## config.mk

```make
export PLATFORM = sky130hd
export DESIGN_NAME = ts2asi
export DESIGN_NICKNAME = d
export VERILOG_FILES = /design/src/hw/ts2asi_pkg.sv /design/src/hw/asi_framer.sv /design/src/hw/asi_serializer.sv /design/src/hw/enc_8b10b.sv /design/src/hw/ts2asi.sv /design/src/hw/ts_fifo.sv
export SDC_FILE = /design/constraint.sdc
export NUM_CORES = 1
export LEC_CHECK = 0
export BUFFER_PORTS_ARGS = -buffer_cell sky130_fd_sc_hd__buf_2
export CAP_MARGIN = 40
export CORE_MARGIN = 3
export CORE_UTILIZATION = 35
export CTS_BUF_LIST = sky130_fd_sc_hd__clkbuf_8
export DETAILED_ROUTE_END_ITERATION = 10
export MAX_ROUTING_LAYER = met4
export PLACE_DENSITY = 0.49
export SLEW_MARGIN = 5
export SYNTH_ARGS = -nofsm -noshare
export SYNTH_HDL_FRONTEND = slang
export SYNTH_SLANG_ARGS = --single-unit
```

## constraint.sdc

```tcl
create_clock -name din_clk -period 4.99 [get_ports din_clk]
set_input_delay 0 -clock din_clk [delete_from_list [all_inputs] [get_ports din_clk]]
set_output_delay 0 -clock din_clk [all_outputs]
set_load 0.01 [all_outputs]
```

## src/hw/ts2asi_pkg.sv

```systemverilog
`default_nettype none

package ts2asi_pkg;

	////////////////////////////////////////
	// Widths
	////////////////////////////////////////

	// One transport stream byte
	localparam int byte_w = 8;

	// One 8b/10b symbol
	localparam int sym_w = 10;

	// Bit counter inside the serializer
	localparam int sym_cnt_w = $clog2(sym_w);

	////////////////////////////////////////
	// Comma character
	////////////////////////////////////////

	// K28.5 as a byte, marked by the control flag
	localparam logic [byte_w-1:0] k28_5_byte = 8'hbc;

	// Bit 0 goes out first, so abcdei fghj = 001111 1010 reads backwards here
	localparam logic [sym_w-1:0] k28_5_rdn = 10'b0101111100;

	// Positive disparity form, the complement of the one above
	localparam logic [sym_w-1:0] k28_5_rdp = 10'b1010000011;

	// Commas forced after each full packet
	localparam int sync_commas = 2;

endpackage

`default_nettype wire

```

## src/hw/asi_framer.sv

```systemverilog
`default_nettype none

module asi_framer #(
	parameter int packet_len = 188
) (
	input wire din_clk,
	input wire rst_n,
	input wire fifo_valid,
	input wire [ts2asi_pkg::byte_w-1:0] fifo_data,
	input wire char_ready,
	output logic fifo_ready,
	output logic char_valid,
	output logic [ts2asi_pkg::byte_w-1:0] char_data,
	output logic char_k
);

	localparam int cnt_w = $clog2(packet_len + 1);
	localparam int owe_w = $clog2(ts2asi_pkg::sync_commas + 1);

	logic [cnt_w-1:0] byte_cnt;
	logic [owe_w-1:0] owed;
	logic take;
	logic last_byte;

	// Register refills whenever it is empty or being emptied
	assign take = !char_valid || char_ready;

	// Owed sync commas win over data
	assign fifo_ready = take && (owed == '0);

	assign last_byte = (byte_cnt == cnt_w'(packet_len - 1));

	always_ff @(posedge din_clk) begin
		if (take) begin
			if (fifo_ready && fifo_valid) begin
				char_data <= fifo_data;
				char_k <= 1'b0;
			end else begin
				char_data <= ts2asi_pkg::k28_5_byte;
				char_k <= 1'b1;
			end
		end
	end

	////////////////////////////////////////
	// Packet count and sync debt
	////////////////////////////////////////

	always_ff @(posedge din_clk) begin
		if (!rst_n) begin
			char_valid <= 1'b0;
			byte_cnt <= '0;
			owed <= owe_w'(ts2asi_pkg::sync_commas);
		end else if (take) begin
			char_valid <= 1'b1;
			if (owed != '0) begin
				owed <= owed - 1'b1;
			end else if (fifo_valid) begin
				if (last_byte) begin
					byte_cnt <= '0;
					owed <= owe_w'(ts2asi_pkg::sync_commas);
				end else begin
					byte_cnt <= byte_cnt + 1'b1;
				end
			end
		end
	end

endmodule

`default_nettype wire

```

## src/hw/asi_serializer.sv

```systemverilog
`default_nettype none

module asi_serializer (
	input wire din_clk,
	input wire rst_n,
	input wire sym_valid,
	input wire [ts2asi_pkg::sym_w-1:0] sym_data,
	output logic sym_ready,
	output logic sout
);

	localparam int cnt_w = ts2asi_pkg::sym_cnt_w;

	logic [ts2asi_pkg::sym_w-1:0] shift_r;
	logic [cnt_w-1:0] bit_cnt;
	logic loaded;
	logic last_bit;

	assign last_bit = (bit_cnt == cnt_w'(ts2asi_pkg::sym_w - 1));

	// Asks every cycle until the first symbol, then once per symbol
	assign sym_ready = !loaded || last_bit;

	assign sout = shift_r[0];

	always_ff @(posedge din_clk) begin
		if (!rst_n) begin
			shift_r <= '0;
			bit_cnt <= '0;
			loaded <= 1'b0;
		end else if (sym_ready && sym_valid) begin
			shift_r <= sym_data;
			bit_cnt <= '0;
			loaded <= 1'b1;
		end else if (loaded) begin
			// LSB first
			shift_r <= {1'b0, shift_r[ts2asi_pkg::sym_w-1:1]};
			bit_cnt <= last_bit ? '0 : bit_cnt + 1'b1;
		end
	end

endmodule

`default_nettype wire

```

## src/hw/enc_8b10b.sv

```systemverilog
`default_nettype none

module enc_8b10b (
	input wire din_clk,
	input wire rst_n,
	input wire char_valid,
	input wire [ts2asi_pkg::byte_w-1:0] char_data,
	input wire char_k,
	input wire sym_ready,
	output logic char_ready,
	output logic sym_valid,
	output logic [ts2asi_pkg::sym_w-1:0] sym_data
);

	// Running disparity, high means positive
	logic rd;
	logic rd6;
	logic rd_next;
	logic [4:0] x;
	logic [2:0] y;
	logic [5:0] c6_n;
	logic [5:0] c6;
	logic [3:0] c4_n;
	logic [3:0] c4;
	logic unbal6;
	logic unbal4;
	logic alt7;
	logic [ts2asi_pkg::sym_w-1:0] abcd;
	logic [ts2asi_pkg::sym_w-1:0] sym_next;

	////////////////////////////////////////
	// Code tables, RD- column, a on the left
	////////////////////////////////////////

	function automatic logic [5:0] enc6_rdn(input logic [4:0] v);
		logic [5:0] t [32];
		t = '{6'b100111, 6'b011101, 6'b101101, 6'b110001,
			6'b110101, 6'b101001, 6'b011001, 6'b111000,
			6'b111001, 6'b100101, 6'b010101, 6'b110100,
			6'b001101, 6'b101100, 6'b011100, 6'b010111,
			6'b011011, 6'b100011, 6'b010011, 6'b110010,
			6'b001011, 6'b101010, 6'b011010, 6'b111010,
			6'b110011, 6'b100110, 6'b010110, 6'b110110,
			6'b001110, 6'b101110, 6'b011110, 6'b101011};
		return t[v];
	endfunction

	function automatic logic [3:0] enc4_rdn(input logic [2:0] v);
		logic [3:0] t [8];
		t = '{4'b1011, 4'b1001, 4'b0101, 4'b1100,
			4'b1101, 4'b1010, 4'b0110, 4'b1110};
		return t[v];
	endfunction

	assign x = char_data[4:0];
	assign y = char_data[7:5];

	always_comb begin
		// 5b/6b subblock, D.7 flips although balanced
		c6_n = enc6_rdn(x);
		unbal6 = ($countones(c6_n) != 3);
		c6 = (rd && (unbal6 || x == 5'd7)) ? ~c6_n : c6_n;
		rd6 = rd ^ unbal6;

		// Alternate D.x.7 avoids a run of five
		alt7 = (y == 3'd7) &&
			((!rd6 && (x == 5'd17 || x == 5'd18 || x == 5'd20)) ||
			(rd6 && (x == 5'd11 || x == 5'd13 || x == 5'd14)));
		c4_n = alt7 ? 4'b0111 : enc4_rdn(y);
		unbal4 = ($countones(c4_n) != 2);
		c4 = (rd6 && (unbal4 || y == 3'd3)) ? ~c4_n : c4_n;

		// Wire order puts a in bit 0
		abcd = {c6, c4};
		for (int i = 0; i < ts2asi_pkg::sym_w; i++) begin
			sym_next[i] = abcd[ts2asi_pkg::sym_w-1-i];
		end
		rd_next = rd6 ^ unbal4;

		// Comma flips disparity every time
		if (char_k) begin
			sym_next = rd ? ts2asi_pkg::k28_5_rdp : ts2asi_pkg::k28_5_rdn;
			rd_next = !rd;
		end
	end

	assign char_ready = !sym_valid || sym_ready;

	always_ff @(posedge din_clk) begin
		if (char_valid && char_ready) begin
			sym_data <= sym_next;
		end
	end

	always_ff @(posedge din_clk) begin
		if (!rst_n) begin
			sym_valid <= 1'b0;
			rd <= 1'b0;
		end else if (char_valid && char_ready) begin
			sym_valid <= 1'b1;
			rd <= rd_next;
		end else if (sym_ready) begin
			sym_valid <= 1'b0;
		end
	end

endmodule

`default_nettype wire

```

## src/hw/ts2asi.sv

```systemverilog
`default_nettype none

module ts2asi #(
	parameter int fifo_depth = 16,
	parameter int packet_len = 188
) (
	input wire din_clk,
	input wire rst_n,
	input wire valid,
	input wire [ts2asi_pkg::byte_w-1:0] din_8b,
	output logic asi_out_p,
	output logic asi_out_n,
	output logic error_full
);

	logic fifo_valid;
	logic fifo_ready;
	logic [ts2asi_pkg::byte_w-1:0] fifo_data;
	logic char_valid;
	logic char_ready;
	logic [ts2asi_pkg::byte_w-1:0] char_data;
	logic char_k;
	logic sym_valid;
	logic sym_ready;
	logic [ts2asi_pkg::sym_w-1:0] sym_data;
	logic sout;

	////////////////////////////////////////
	// Byte buffer
	////////////////////////////////////////

	ts_fifo #(
		.fifo_depth(fifo_depth)
	) u_fifo (
		.din_clk(din_clk),
		.rst_n(rst_n),
		.valid(valid),
		.din_8b(din_8b),
		.fifo_ready(fifo_ready),
		.fifo_valid(fifo_valid),
		.fifo_data(fifo_data),
		.error_full(error_full)
	);

	// Data or comma, sync after each packet
	asi_framer #(
		.packet_len(packet_len)
	) u_framer (
		.din_clk(din_clk),
		.rst_n(rst_n),
		.fifo_valid(fifo_valid),
		.fifo_data(fifo_data),
		.char_ready(char_ready),
		.fifo_ready(fifo_ready),
		.char_valid(char_valid),
		.char_data(char_data),
		.char_k(char_k)
	);

	////////////////////////////////////////
	// Line coding and output
	////////////////////////////////////////

	enc_8b10b u_enc (
		.din_clk(din_clk),
		.rst_n(rst_n),
		.char_valid(char_valid),
		.char_data(char_data),
		.char_k(char_k),
		.sym_ready(sym_ready),
		.char_ready(char_ready),
		.sym_valid(sym_valid),
		.sym_data(sym_data)
	);

	asi_serializer u_ser (
		.din_clk(din_clk),
		.rst_n(rst_n),
		.sym_valid(sym_valid),
		.sym_data(sym_data),
		.sym_ready(sym_ready),
		.sout(sout)
	);

	// Differential pair
	assign asi_out_p = sout;
	assign asi_out_n = ~sout;

endmodule

`default_nettype wire

```

## src/hw/ts_fifo.sv

```systemverilog
`default_nettype none

module ts_fifo #(
	parameter int fifo_depth = 16
) (
	input wire din_clk,
	input wire rst_n,
	input wire valid,
	input wire [ts2asi_pkg::byte_w-1:0] din_8b,
	input wire fifo_ready,
	output logic fifo_valid,
	output logic [ts2asi_pkg::byte_w-1:0] fifo_data,
	output logic error_full
);

	localparam int addr_w = $clog2(fifo_depth);

	logic [ts2asi_pkg::byte_w-1:0] mem [fifo_depth];

	// Extra top bit tells full from empty
	logic [addr_w:0] wr_ptr;
	logic [addr_w:0] rd_ptr;
	logic full;
	logic empty;
	logic wr_en;
	logic rd_en;

	assign empty = (wr_ptr == rd_ptr);
	assign full = (wr_ptr[addr_w] != rd_ptr[addr_w]) &&
		(wr_ptr[addr_w-1:0] == rd_ptr[addr_w-1:0]);

	assign wr_en = valid && !full;
	assign rd_en = fifo_valid && fifo_ready;

	assign fifo_valid = !empty;
	assign fifo_data = mem[rd_ptr[addr_w-1:0]];

	////////////////////////////////////////
	// Storage
	////////////////////////////////////////

	always_ff @(posedge din_clk) begin
		if (wr_en) begin
			mem[wr_ptr[addr_w-1:0]] <= din_8b;
		end
	end

	////////////////////////////////////////
	// Pointers and overflow flag
	////////////////////////////////////////

	always_ff @(posedge din_clk) begin
		if (!rst_n) begin
			wr_ptr <= '0;
			rd_ptr <= '0;
			error_full <= 1'b0;
		end else begin
			if (wr_en) begin
				wr_ptr <= wr_ptr + 1'b1;
			end
			if (rd_en) begin
				rd_ptr <= rd_ptr + 1'b1;
			end
			// Byte lost, flag sticks until reset
			if (valid && full) begin
				error_full <= 1'b1;
			end
		end
	end

endmodule

`default_nettype wire

```

==> results.cfg, run 1 <==
[status]
outcome = finished with violations
violations = setup timing

[setup_path]
crit_required_ns = 5.22
crit_path_end_kind = flop
crit_arrival_ns = 5.32
reg2reg_to = u_enc.sym_data[6]
reg2regPathDepth = 19
worstSetupPathType = flop to flop
r2r_slack_ns = -0.10
cp_max_fo = 6
r2r_start = u_framer.char_data[0]
critPathLaunchType = flop

[global_routing]
grt.met2_usage_pct = 22.54
grt-ovfl-total = 0
antenna_found_initial = 0
track_usage_pct = 13.74
grt_most_used_layer = met2
grt_max_degree = 37
grtUsageMet3_pct = 2.419
grt_first_pass_wirelength_um = 26310
use_met1_pct = 17.50
grt_pass1_vias = 4770

[finish]
multi_input_area_sq_um = 2984
antenna_cells = 0
drive_above_1_share_pct = 23.94
area_delta_synth_final_pct = 15.61
fillerInstances = 2094
final_cells = 927
final_cell_area_sq_um = 9543
area.sequential_sq_um = 5196
postLayoutCoreUtil_pct = 41.64
nets = 637

[clock_tree]
htree_levels = 4
cts_tree = yes
numCtsBuffers = 17
clk_latency_ns = 0.48
cts_num_sinks = 186
clock_path_buffers = 2
path_clk_slew_ns = 0.11
cts_root_buf = clkbuf_8

[sta]
finalSetupViolCount = 5
clock_skew_ns = 0.02493
fin_ws_ns = -0.1039
drv_slew = 0
period_minus_slack_ns = 5.094
fmax_ghz = 0.1963
fin_crit_sh_pct = 102.1
worst_pin_slew_ns = 0.9472
grt_setup_unrepaired = yes
timing.final.hold_violations = 0
max_slew_margin_pct = 36.72

[detailed_routing]
drc = 0
routedWlPerCell_um = 17.51
vias = 4590
firstDrtPassIters = 4
route.final.wire_length_um = 16230
via_per_inst = 4.951
final_antenna_net_count = 0
drt_iter0_drc = 206

[synthesis]
yosysWarningCount = 0
yosysSeqAreaShare_pct = 62.94
synth_top_family_by_area = multiplexers
synth_xor_area_share_pct = 2.547
yosys.area_share.simple_pct = 8.655
synth.distinct_cells = 51
avgSynthCellArea_sq_um = 15.09
ys_seq_elements = 186
syn_nets = 583
synth_edf_count = 147
synth_cells = 547
synth-adder-area-share_pct = 4.062
ys_async_sr_fraction_pct = 0
synth_mux_area_share_pct = 13.66
synth-main-ff-cell = edfxtp_1
syn_area_sq_um = 8254
synth_compound_area_share_pct = 5.745

[die]
core_sq_um = 22920
ios = 14
chipWidth_um = 159.6
die_y_um = 159.6
dieArea_sq_um = 25460
row_count = 55
initial_utilization_pct = 36.02

[place]
hpwlAfterDp_um = 10810
portBuffers = 13
dp.cells = 876
dpl_cell_area_sq_um = 8900
place_congestion = 0.7370

[min_path]
min_path_type = input port to flop
hold_depth = 2
min_from = rst_n
hold-path-endpoint = u_framer.char_valid

[pwr]
p_leak_nw = 3.245
ir_worst_vdd_uv = 206.8
total_power_mw = 3.967
power_density_nw_per_um2 = 415.7

[flow_run]
max_cap_viol_count = 0
## state kept, by name (all words and copies together), names as in the netlist
register and cells:
u_fifo.mem 128, u_enc.sym_data 10, u_ser.shift_r 10, u_framer.byte_cnt 8, u_framer.char_data 8, u_fifo.rd_ptr 5, u_fifo.wr_ptr 5, u_ser.bit_cnt 4
u_framer.owed 2, u_enc.rd 1, u_enc.sym_valid 1, u_fifo.error_full 1, u_framer.char_k 1, u_framer.char_valid 1, u_ser.loaded 1
## how the worst max path moves through the flow
stage / endpoint / cells after the start / start
3_3_place_gp: u_enc.sym_data[6] / 20 / u_framer.char_data[1]
4_1_cts: u_enc.sym_data[6] / 19 / u_framer.char_data[0]
2_1_floorplan: u_enc.sym_data[6] / 19 / u_framer.char_data[0]
3_5_place_dp: u_enc.sym_data[6] / 20 / u_framer.char_data[1]
5_1_grt: u_enc.sym_data[6] / 19 / u_framer.char_data[0]
6_report: u_enc.sym_data[6] / 19 / u_framer.char_data[0]
## cells by family after synthesis
group                    count (synthesis)
AO/OA/AOI/OAI                           78
XOR/XNOR                                24
adder cells (fa/ha/maj)                 25
buffers and inverters                   43
flip-flops                             186
multiplexers                            60
AND/OR/NAND/NOR                        131
## layout make-up
class | instances | share of cell area (%)
Clock buffer | 17 | 2.452
Sequential cell | 186 | 54.45
Timing Repair Buffer | 61 | 4.930
Inverter | 17 | 0.6687
Clock inverter | 15 | 2.124
Multi-Input combinational cell | 318 | 31.27
Tap cell | 313 | 4.104
## worst max-delay path, stage by stage (launching register included)
cell      delay [ns]
edfxtp_1        0.46
inv_2           0.11
ha_4            0.29
a21oi_2         0.05
mux4_2          0.51
ha_4            0.18
fa_1            0.43
ha_1            0.29
and4bb_2        0.25
xnor2_2         0.22
mux2i_2         0.27
and2_1          0.16
ha_1            0.23
ha_2            0.18
fa_1            0.49
nor3b_4         0.19
o21ai_1         0.10
nand2_2         0.12
a21oi_1         0.05
o31a_1          0.28
## metal layers
metal,vias up,wire [um]
met2,44,8268
li1,2202,-
met4,0,199
met1,2329,7425
met5,-,0
met3,15,335
## Yosys cell counts, types with 13 or more instances
cell / count / area (sq um)
xnor2_1: 13 / 113.9
edfxtp_1: 147 / 4414
mux2i_1: 17 / 170.2
inv_1: 17 / 63.81
dfxtp_1: 39 / 780.8
mux4_2: 38 / 855.8
ha_1: 22 / 275.3
nand2_1: 33 / 123.9
and3_1: 15 / 93.84
nor2b_1: 20 / 125.1
a21oi_1: 15 / 75.07
o21ai_0: 32 / 160.2
## stage by stage
stage	hold slack (ns)	worst slack [ns]	setup TNS (ns)
2_1_floorplan	0.09038	-0.03782	-0.03782
3_3_place_gp	0.3209	-0.07230	-0.09011
3_5_place_dp	0.3440	-0.1738	-0.5161
4_1_cts	0.4058	-0.08141	-0.09184
5_1_grt	0.4320	-0.3294	-1.333
6_report	0.4338	-0.1039	-0.1649
## power by group
group / internal, mW / switching [mW] / leakage (nW)
clock: 0.401 / 0.661 / 0.217
combinational: 0.594 / 0.500 / 1.37
sequential: 1.76 / 0.0540 / 1.65
## placed cells by master, fill, tap and decap left out, types with 4 or more instances in the layout
cell / n
dlygate4sd3_1: 11
mux4_2: 38
xnor2_1: 12
buf_4: 34
edfxtp_1: 147
clkbuf_8: 17
ha_2: 4
o31ai_1: 4
xor2_1: 11
o21ai_0: 26
mux2i_1: 16
nand2_1: 32
nand3_1: 11
and3_1: 15
dfxtp_1: 38
ha_1: 13
o211ai_1: 4
nor2_1: 11
a21oi_1: 14
or2_1: 5
clkinv_8: 5
or3_1: 7
nand2b_1: 5
and2_1: 8
o21ai_1: 8
inv_1: 15
buf_2: 14
nor2b_1: 18
ha_4: 5
## timing repair
item                       in CTS  in global routing
hold endpoints to repair      145                  0
gates resized for setup         6                  6
pin swaps                      12                  2
setup buffers                   3                  4
setup endpoints to repair       5                  5
hold buffers                   11                  0
Power figures use the tool's default switching activity.
==> run 2, diff against run 1 <==
- ABC_AREA: not set -> 1
- GPL_ROUTABILITY_DRIVEN: not set -> 0
==> results.cfg, run 2 <==
[sta]
fin_crit_sh_pct = 95.14
fin_tns_setup_ns = 0
finalSetupViolCount = 0
period_minus_slack_ns = 4.747
drv_slew = 0
worst_pin_slew_ns = 0.8574
timing.final.hold_violations = 0
max_slew_margin_pct = 42.76
clock_skew_ns = 0.02327
fmax_ghz = 0.2106

[global_routing]
grt_max_degree = 68
antenna_found_initial = 0
track_usage_pct = 15.65
grt_first_pass_wirelength_um = 30950
grt_pass1_vias = 5661
grt-ovfl-total = 0

[synthesis]
yosysSeqAreaShare_pct = 61.01
avgSynthCellArea_sq_um = 10.21
yosysTopAreaCell = edfxtp_1
syn_nets = 870
synth_edf_count = 147
synth.distinct_cells = 43
yosysWarningCount = 0
yosysMostFrequentCell = edfxtp_1
ys_async_sr_fraction_pct = 0
synth_cells = 834
synth_top_area_share_pct = 51.84
synth-main-ff-cell = edfxtp_1
syn_area_sq_um = 8514
ys_seq_elements = 186
synthTopCellsByCount = edfxtp_1 (147), nor2_1 (134), nand2_1 (131)
yosys-top-cells-area = edfxtp_1 (52%), dfxtp_1 (9.2%), nor2_1 (5.9%)

[die]
row_count = 56
dieArea_sq_um = 26230
die_y_um = 162.0
initial_utilization_pct = 35.95
ios = 14
chipWidth_um = 162.0
core_sq_um = 23680

[clock_tree]
cts_num_sinks = 186
cts_tree = yes
htree_levels = 4
cts_root_buf = clkbuf_8
numCtsBuffers = 17
clk_latency_ns = 0.47
clock_path_buffers = 2
path_clk_slew_ns = 0.11

[setup_path]
cp_max_fo = 5
cp_slowest_stage_delay_ns = 0.51
worst_path_max_delay_cell = edfxtp_1
crit_arrival_ns = 4.96
critPathLaunchType = flop
worstSetupPathType = flop to flop
cp_top_family = adder cells
crit_buf_inv = 5
crit_path_end_kind = flop
crit_required_ns = 5.20

[finish]
nets = 906
final_cell_mix = edfxtp_1 (147), nor2_1 (133), nand2_1 (119)
antenna_cells = 0
final_cell_area_sq_um = 9719
area_delta_synth_final_pct = 14.15
largest_register_ffs = 128
drive_above_1_share_pct = 15.63
final_common_cell = edfxtp_1

[pwr]
p_seq_share_pct = 39.5
share_comb_of_total_power_pct = 38.0
ir_worst_vdd_uv = 220.6
swShare_pct = 38.47
p_sw_mw = 1.777
clkPwrFrac_pct = 22.5
p_int_mw = 2.842
power_density_nw_per_um2 = 475.3
p_leak_nw = 3.516

[detailed_routing]
final_antenna_net_count = 0
via_per_inst = 4.803
routedWlPerCell_um = 16.11
drt_iter0_drc = 311
vias = 5773
route.final.wire_length_um = 19370
firstDrtPassIters = 5
drc = 0

[place]
dpl_cell_area_sq_um = 8932
hpwlAfterDp_um = 12010
portBuffers = 13

[flow_run]
max_cap_viol_count = 0

[status]
outcome = complete, no violations

[min_path]
min_path_type = input port to flop
## run 2: cell count changes in the layout (fill, tap and decap cells not counted), moves of 15 or more
cell	delta
and3_1	-15
inv_1	+38
mux2i_1	-16
mux4_2	-38
nand2_1	+87
nand2_2	+15
nand3_1	+16
nor2_1	+122
nor2b_1	-18
o211ai_1	+16
o21ai_0	+62
o22ai_1	+27
## run 2: metrics by stage
step	power (mW)	setup slack, ns	cells	util (%)	hold WS, ns
6_report	4.620	0.2426	1202	41.04	0.3955
5_1_grt	4.978	-0.06122	1202	41.04	0.3795
4_1_cts	4.303	0.001734	1193	39.93	0.3559
3_5_place_dp	3.254	0.003591	1150	37.72	0.3342
3_3_place_gp	3.255	0.04998	1143	37.51	0.3344
2_1_floorplan	2.903	0.2398	834	-	0.09038
## run 2: repair_timing
action	4_1_cts	5_1_grt
pin swaps	0	15
endpoints found under the setup margin	3	5
setup buffers	1	9
endpoints found under the hold margin	144	0
gates resized for setup	0	56
hold buffers	10	0
## run 2: final cells by class
class | count | area [sq um]
clock inverter | 15 | 182.7
multi-input combinational | 545 | 3063
timing repair buffer | 52 | 384.1
inverter | 68 | 260.3
tap | 319 | 399.1
sequential | 186 | 5196
fill | 2361 | 13960
clock buffer | 17 | 234.0
## run 2: worst paths after layout
check,to,slack (ns),start,cells after the start
worst max-delay path,u_enc.sym_data[8],0.24,u_framer.char_data[0],28
worst min-delay path,u_framer.char_valid,0.40,rst_n,2
worst max register to register,u_enc.sym_data[8],0.24,u_framer.char_data[0],28
worst min register to register,u_ser.bit_cnt[3],0.45,u_ser.bit_cnt[3],1
## run 2: power by group through the flow
stage	combinational, mW	sequential (mW)	clock (mW)
3_3_place_gp	1.40	1.86	0
3_5_place_dp	1.40	1.86	0
2_1_floorplan	1.06	1.84	0
4_1_cts	1.41	1.82	1.07
5_1_grt	2.01	1.84	1.13
6_report	1.76	1.83	1.04
## run 2: kinds of logic after synthesis
| family | after synthesis | share of synthesized area (%) |
|---|---|---|
| xor gates and xnor gates | 19 | 1.954 |
| and+or+nand+nor | 325 | 16.00 |
| adders and majority gates | 25 | 3.938 |
| AOI/OAI and AO/OA | 176 | 11.80 |
| buffers and inverters | 103 | 5.290 |
| DFF | 186 | 61.01 |
## run 2: routing by layer
| metal | global-route usage (%) | vias up | share of wire (%) |
|---|---|---|---|
| met2 | 25.14 | 79 | 49 |
| met1 | 20.68 | 2740 | 47 |
| met5 | - | - | 0 |
| li1 | - | 2943 | - |
| met3 | 2.907 | 11 | 2.9 |
| met4 | 3.839 | 0 | 0.89 |
==> run 3, diff against run 2 <==
- CELL_PAD_IN_SITES_DETAIL_PLACEMENT: not set -> 1
- CELL_PAD_IN_SITES_GLOBAL_PLACEMENT: not set -> 1
- PLACE_DENSITY: 0.49 -> 0.59
==> results.cfg, run 3 (synthesis gave the netlist of run 2 again) <==
[setup_path]
reg2regPathDepth = 26
crit_required_ns = 5.19
critPathLaunchType = flop
crit_arrival_ns = 5.09
worstSetupPathType = flop to flop
crit_path_end_kind = flop
cp_max_fo = 5

[detailed_routing]
vias = 6137
dr.max_layer_used = met4
drc = 0
firstDrtPassIters = 4
wl_met1_um = 9769
final_antenna_net_count = 0
drt_iter0_drc = 363
route.final.wire_length_um = 22030
routed-wl-met3_um = 590
wl_met2_um = 11240
routedWlPerCell_um = 18.25
via_per_inst = 5.085

[clock_tree]
htree_levels = 4
path_clk_slew_ns = 0.10
cts_tree = yes
clk_latency_ns = 0.46
cts_root_buf = clkbuf_8
numCtsBuffers = 17
cts_num_sinks = 186
clock_path_buffers = 2

[finish]
drive_above_1_share_pct = 18.02
nets = 911
area_delta_synth_final_pct = 15.91
final_cell_mix = edfxtp_1 (147), nor2_1 (130), nand2_1 (115)
postLayoutCoreUtil_pct = 41.67
largest_register_ffs = 128
antenna_cells = 0
fillerInstances = 2686
final_common_cell = edfxtp_1

[pwr]
clkPwrFrac_pct = 21.8
ir_worst_vdd_uv = 281.3
p_seq_share_pct = 37.8
share_comb_of_total_power_pct = 40.4
power_density_nw_per_um2 = 489.2
total_power_mw = 4.828
p_sw_mw = 1.855
p_int_mw = 2.973
swShare_pct = 38.42
p_leak_nw = 3.550

[die]
row_count = 56
die_y_um = 162.0
ios = 14
dieArea_sq_um = 26230
initial_utilization_pct = 35.95
core_sq_um = 23680
chipWidth_um = 162.0

[sta]
worst_pin_slew_ns = 0.8811
finalSetupViolCount = 0
fin_tns_setup_ns = 0
max_slew_margin_pct = 41.04
grt_setup_unrepaired = yes
fin_crit_sh_pct = 98.04
holdWs_ns = 0.4308
drv_slew = 0
period_minus_slack_ns = 4.892
timing.final.hold_violations = 0
clock_skew_ns = 0.01603
fmax_ghz = 0.2044

[global_routing]
grt-ovfl-total = 0
grt_max_degree = 69
antenna_found_initial = 0
track_usage_pct = 17.19
grt_pass1_vias = 6501
grt_first_pass_wirelength_um = 34310

[flow_run]
max_cap_viol_count = 0

[min_path]
min_path_type = flop to flop
hold_depth = 1

[place]
portBuffers = 13
hpwlAfterDp_um = 14020

[status]
outcome = complete, no violations
run 3: cell types whose count changed in the layout (fill, tap and decap cells not counted), moves of 4 or more:
cell,previous run,this run
buf_4,27,32
nand2_2,16,20
nand2_1,119,115
ha_1,13,9
ha_4,7,13
run 3: worst max-delay path, stage by stage (launching register included):
cell and delay, ns:
edfxtp_1 0.53, buf_4 0.20, ha_4 0.17, o211ai_1 0.31, o21ai_2 0.14, nor2_4 0.15, ha_4 0.22, fa_2 0.38
ha_4 0.25, nand2_2 0.06, inv_2 0.04, nand2_2 0.05, nand2_2 0.05, nand2_2 0.11, inv_2 0.05, nand2_2 0.08
nand3_4 0.09, nand2_2 0.11, inv_2 0.05, ha_4 0.24, ha_4 0.15, fa_1 0.51, nor3b_4 0.21, o21ai_2 0.09
nand2_2 0.14, xor2_1 0.16, o21ai_1 0.09
run 3: path summary, 6_finish.rpt:
path	slack [ns]	from	to
setup / recovery	0.1	u_framer.char_data[0]	u_enc.sym_data[8]
hold / removal	0.43	u_ser.bit_cnt[3]	u_ser.bit_cnt[3]
setup reg to reg	0.1	u_framer.char_data[0]	u_enc.sym_data[8]
hold reg to reg	0.43	u_ser.bit_cnt[3]	u_ser.bit_cnt[3]
run 3: power by group through the flow:
stage                     registers, mW  clock network [mW]  logic (mW)
after floorplan                    1.84                   0        1.06
after global placement             1.85                   0        1.37
after detailed placement           1.86                   0        1.46
after CTS                          1.82                1.09        1.53
after global routing               1.83                1.15        2.17
final                              1.82                1.05        1.95
run 3: timing repair:
action / CTS / global route
hold buffers: 10 / 0
pin swaps: 1 / 31
buffers inserted: 3 / 14
endpoints found under the hold margin: 143 / 0
setup endpoints to repair: 4 / 5
gates resized for setup: 9 / 71
run 3: metal layers:
layer | GRT usage [%] | vias up
met5 | - | -
met4 | 5.816 | 0
met3 | 2.474 | 24
met2 | 29.25 | 79
met1 | 21.11 | 3079
li1 | - | 2955
run 3: area by class of cell:
class / count / area, sq um / area share, %
well taps: 319 / 399.1 / 4.044
repair buffers: 57 / 427.9 / 4.336
multi-input cells: 545 / 3162 / 32.04
clock buffers: 17 / 234.0 / 2.371
clock inverters: 15 / 187.7 / 1.902
flip-flops and latches: 186 / 5196 / 52.65
inverters: 68 / 262.8 / 2.662
run 3: stage by stage:
step | cell area, sq um | std cells | setup WS (ns)
final | 9869 | 1207 | 0.09763
after global routing | 9869 | 1207 | -0.1312
after CTS | 9482 | 1193 | 0.02987
after detailed placement | 8920 | 1148 | -0.3087
after global placement | 8860 | 1140 | 0.03012
after floorplan | 8514 | 834 | 0.2398
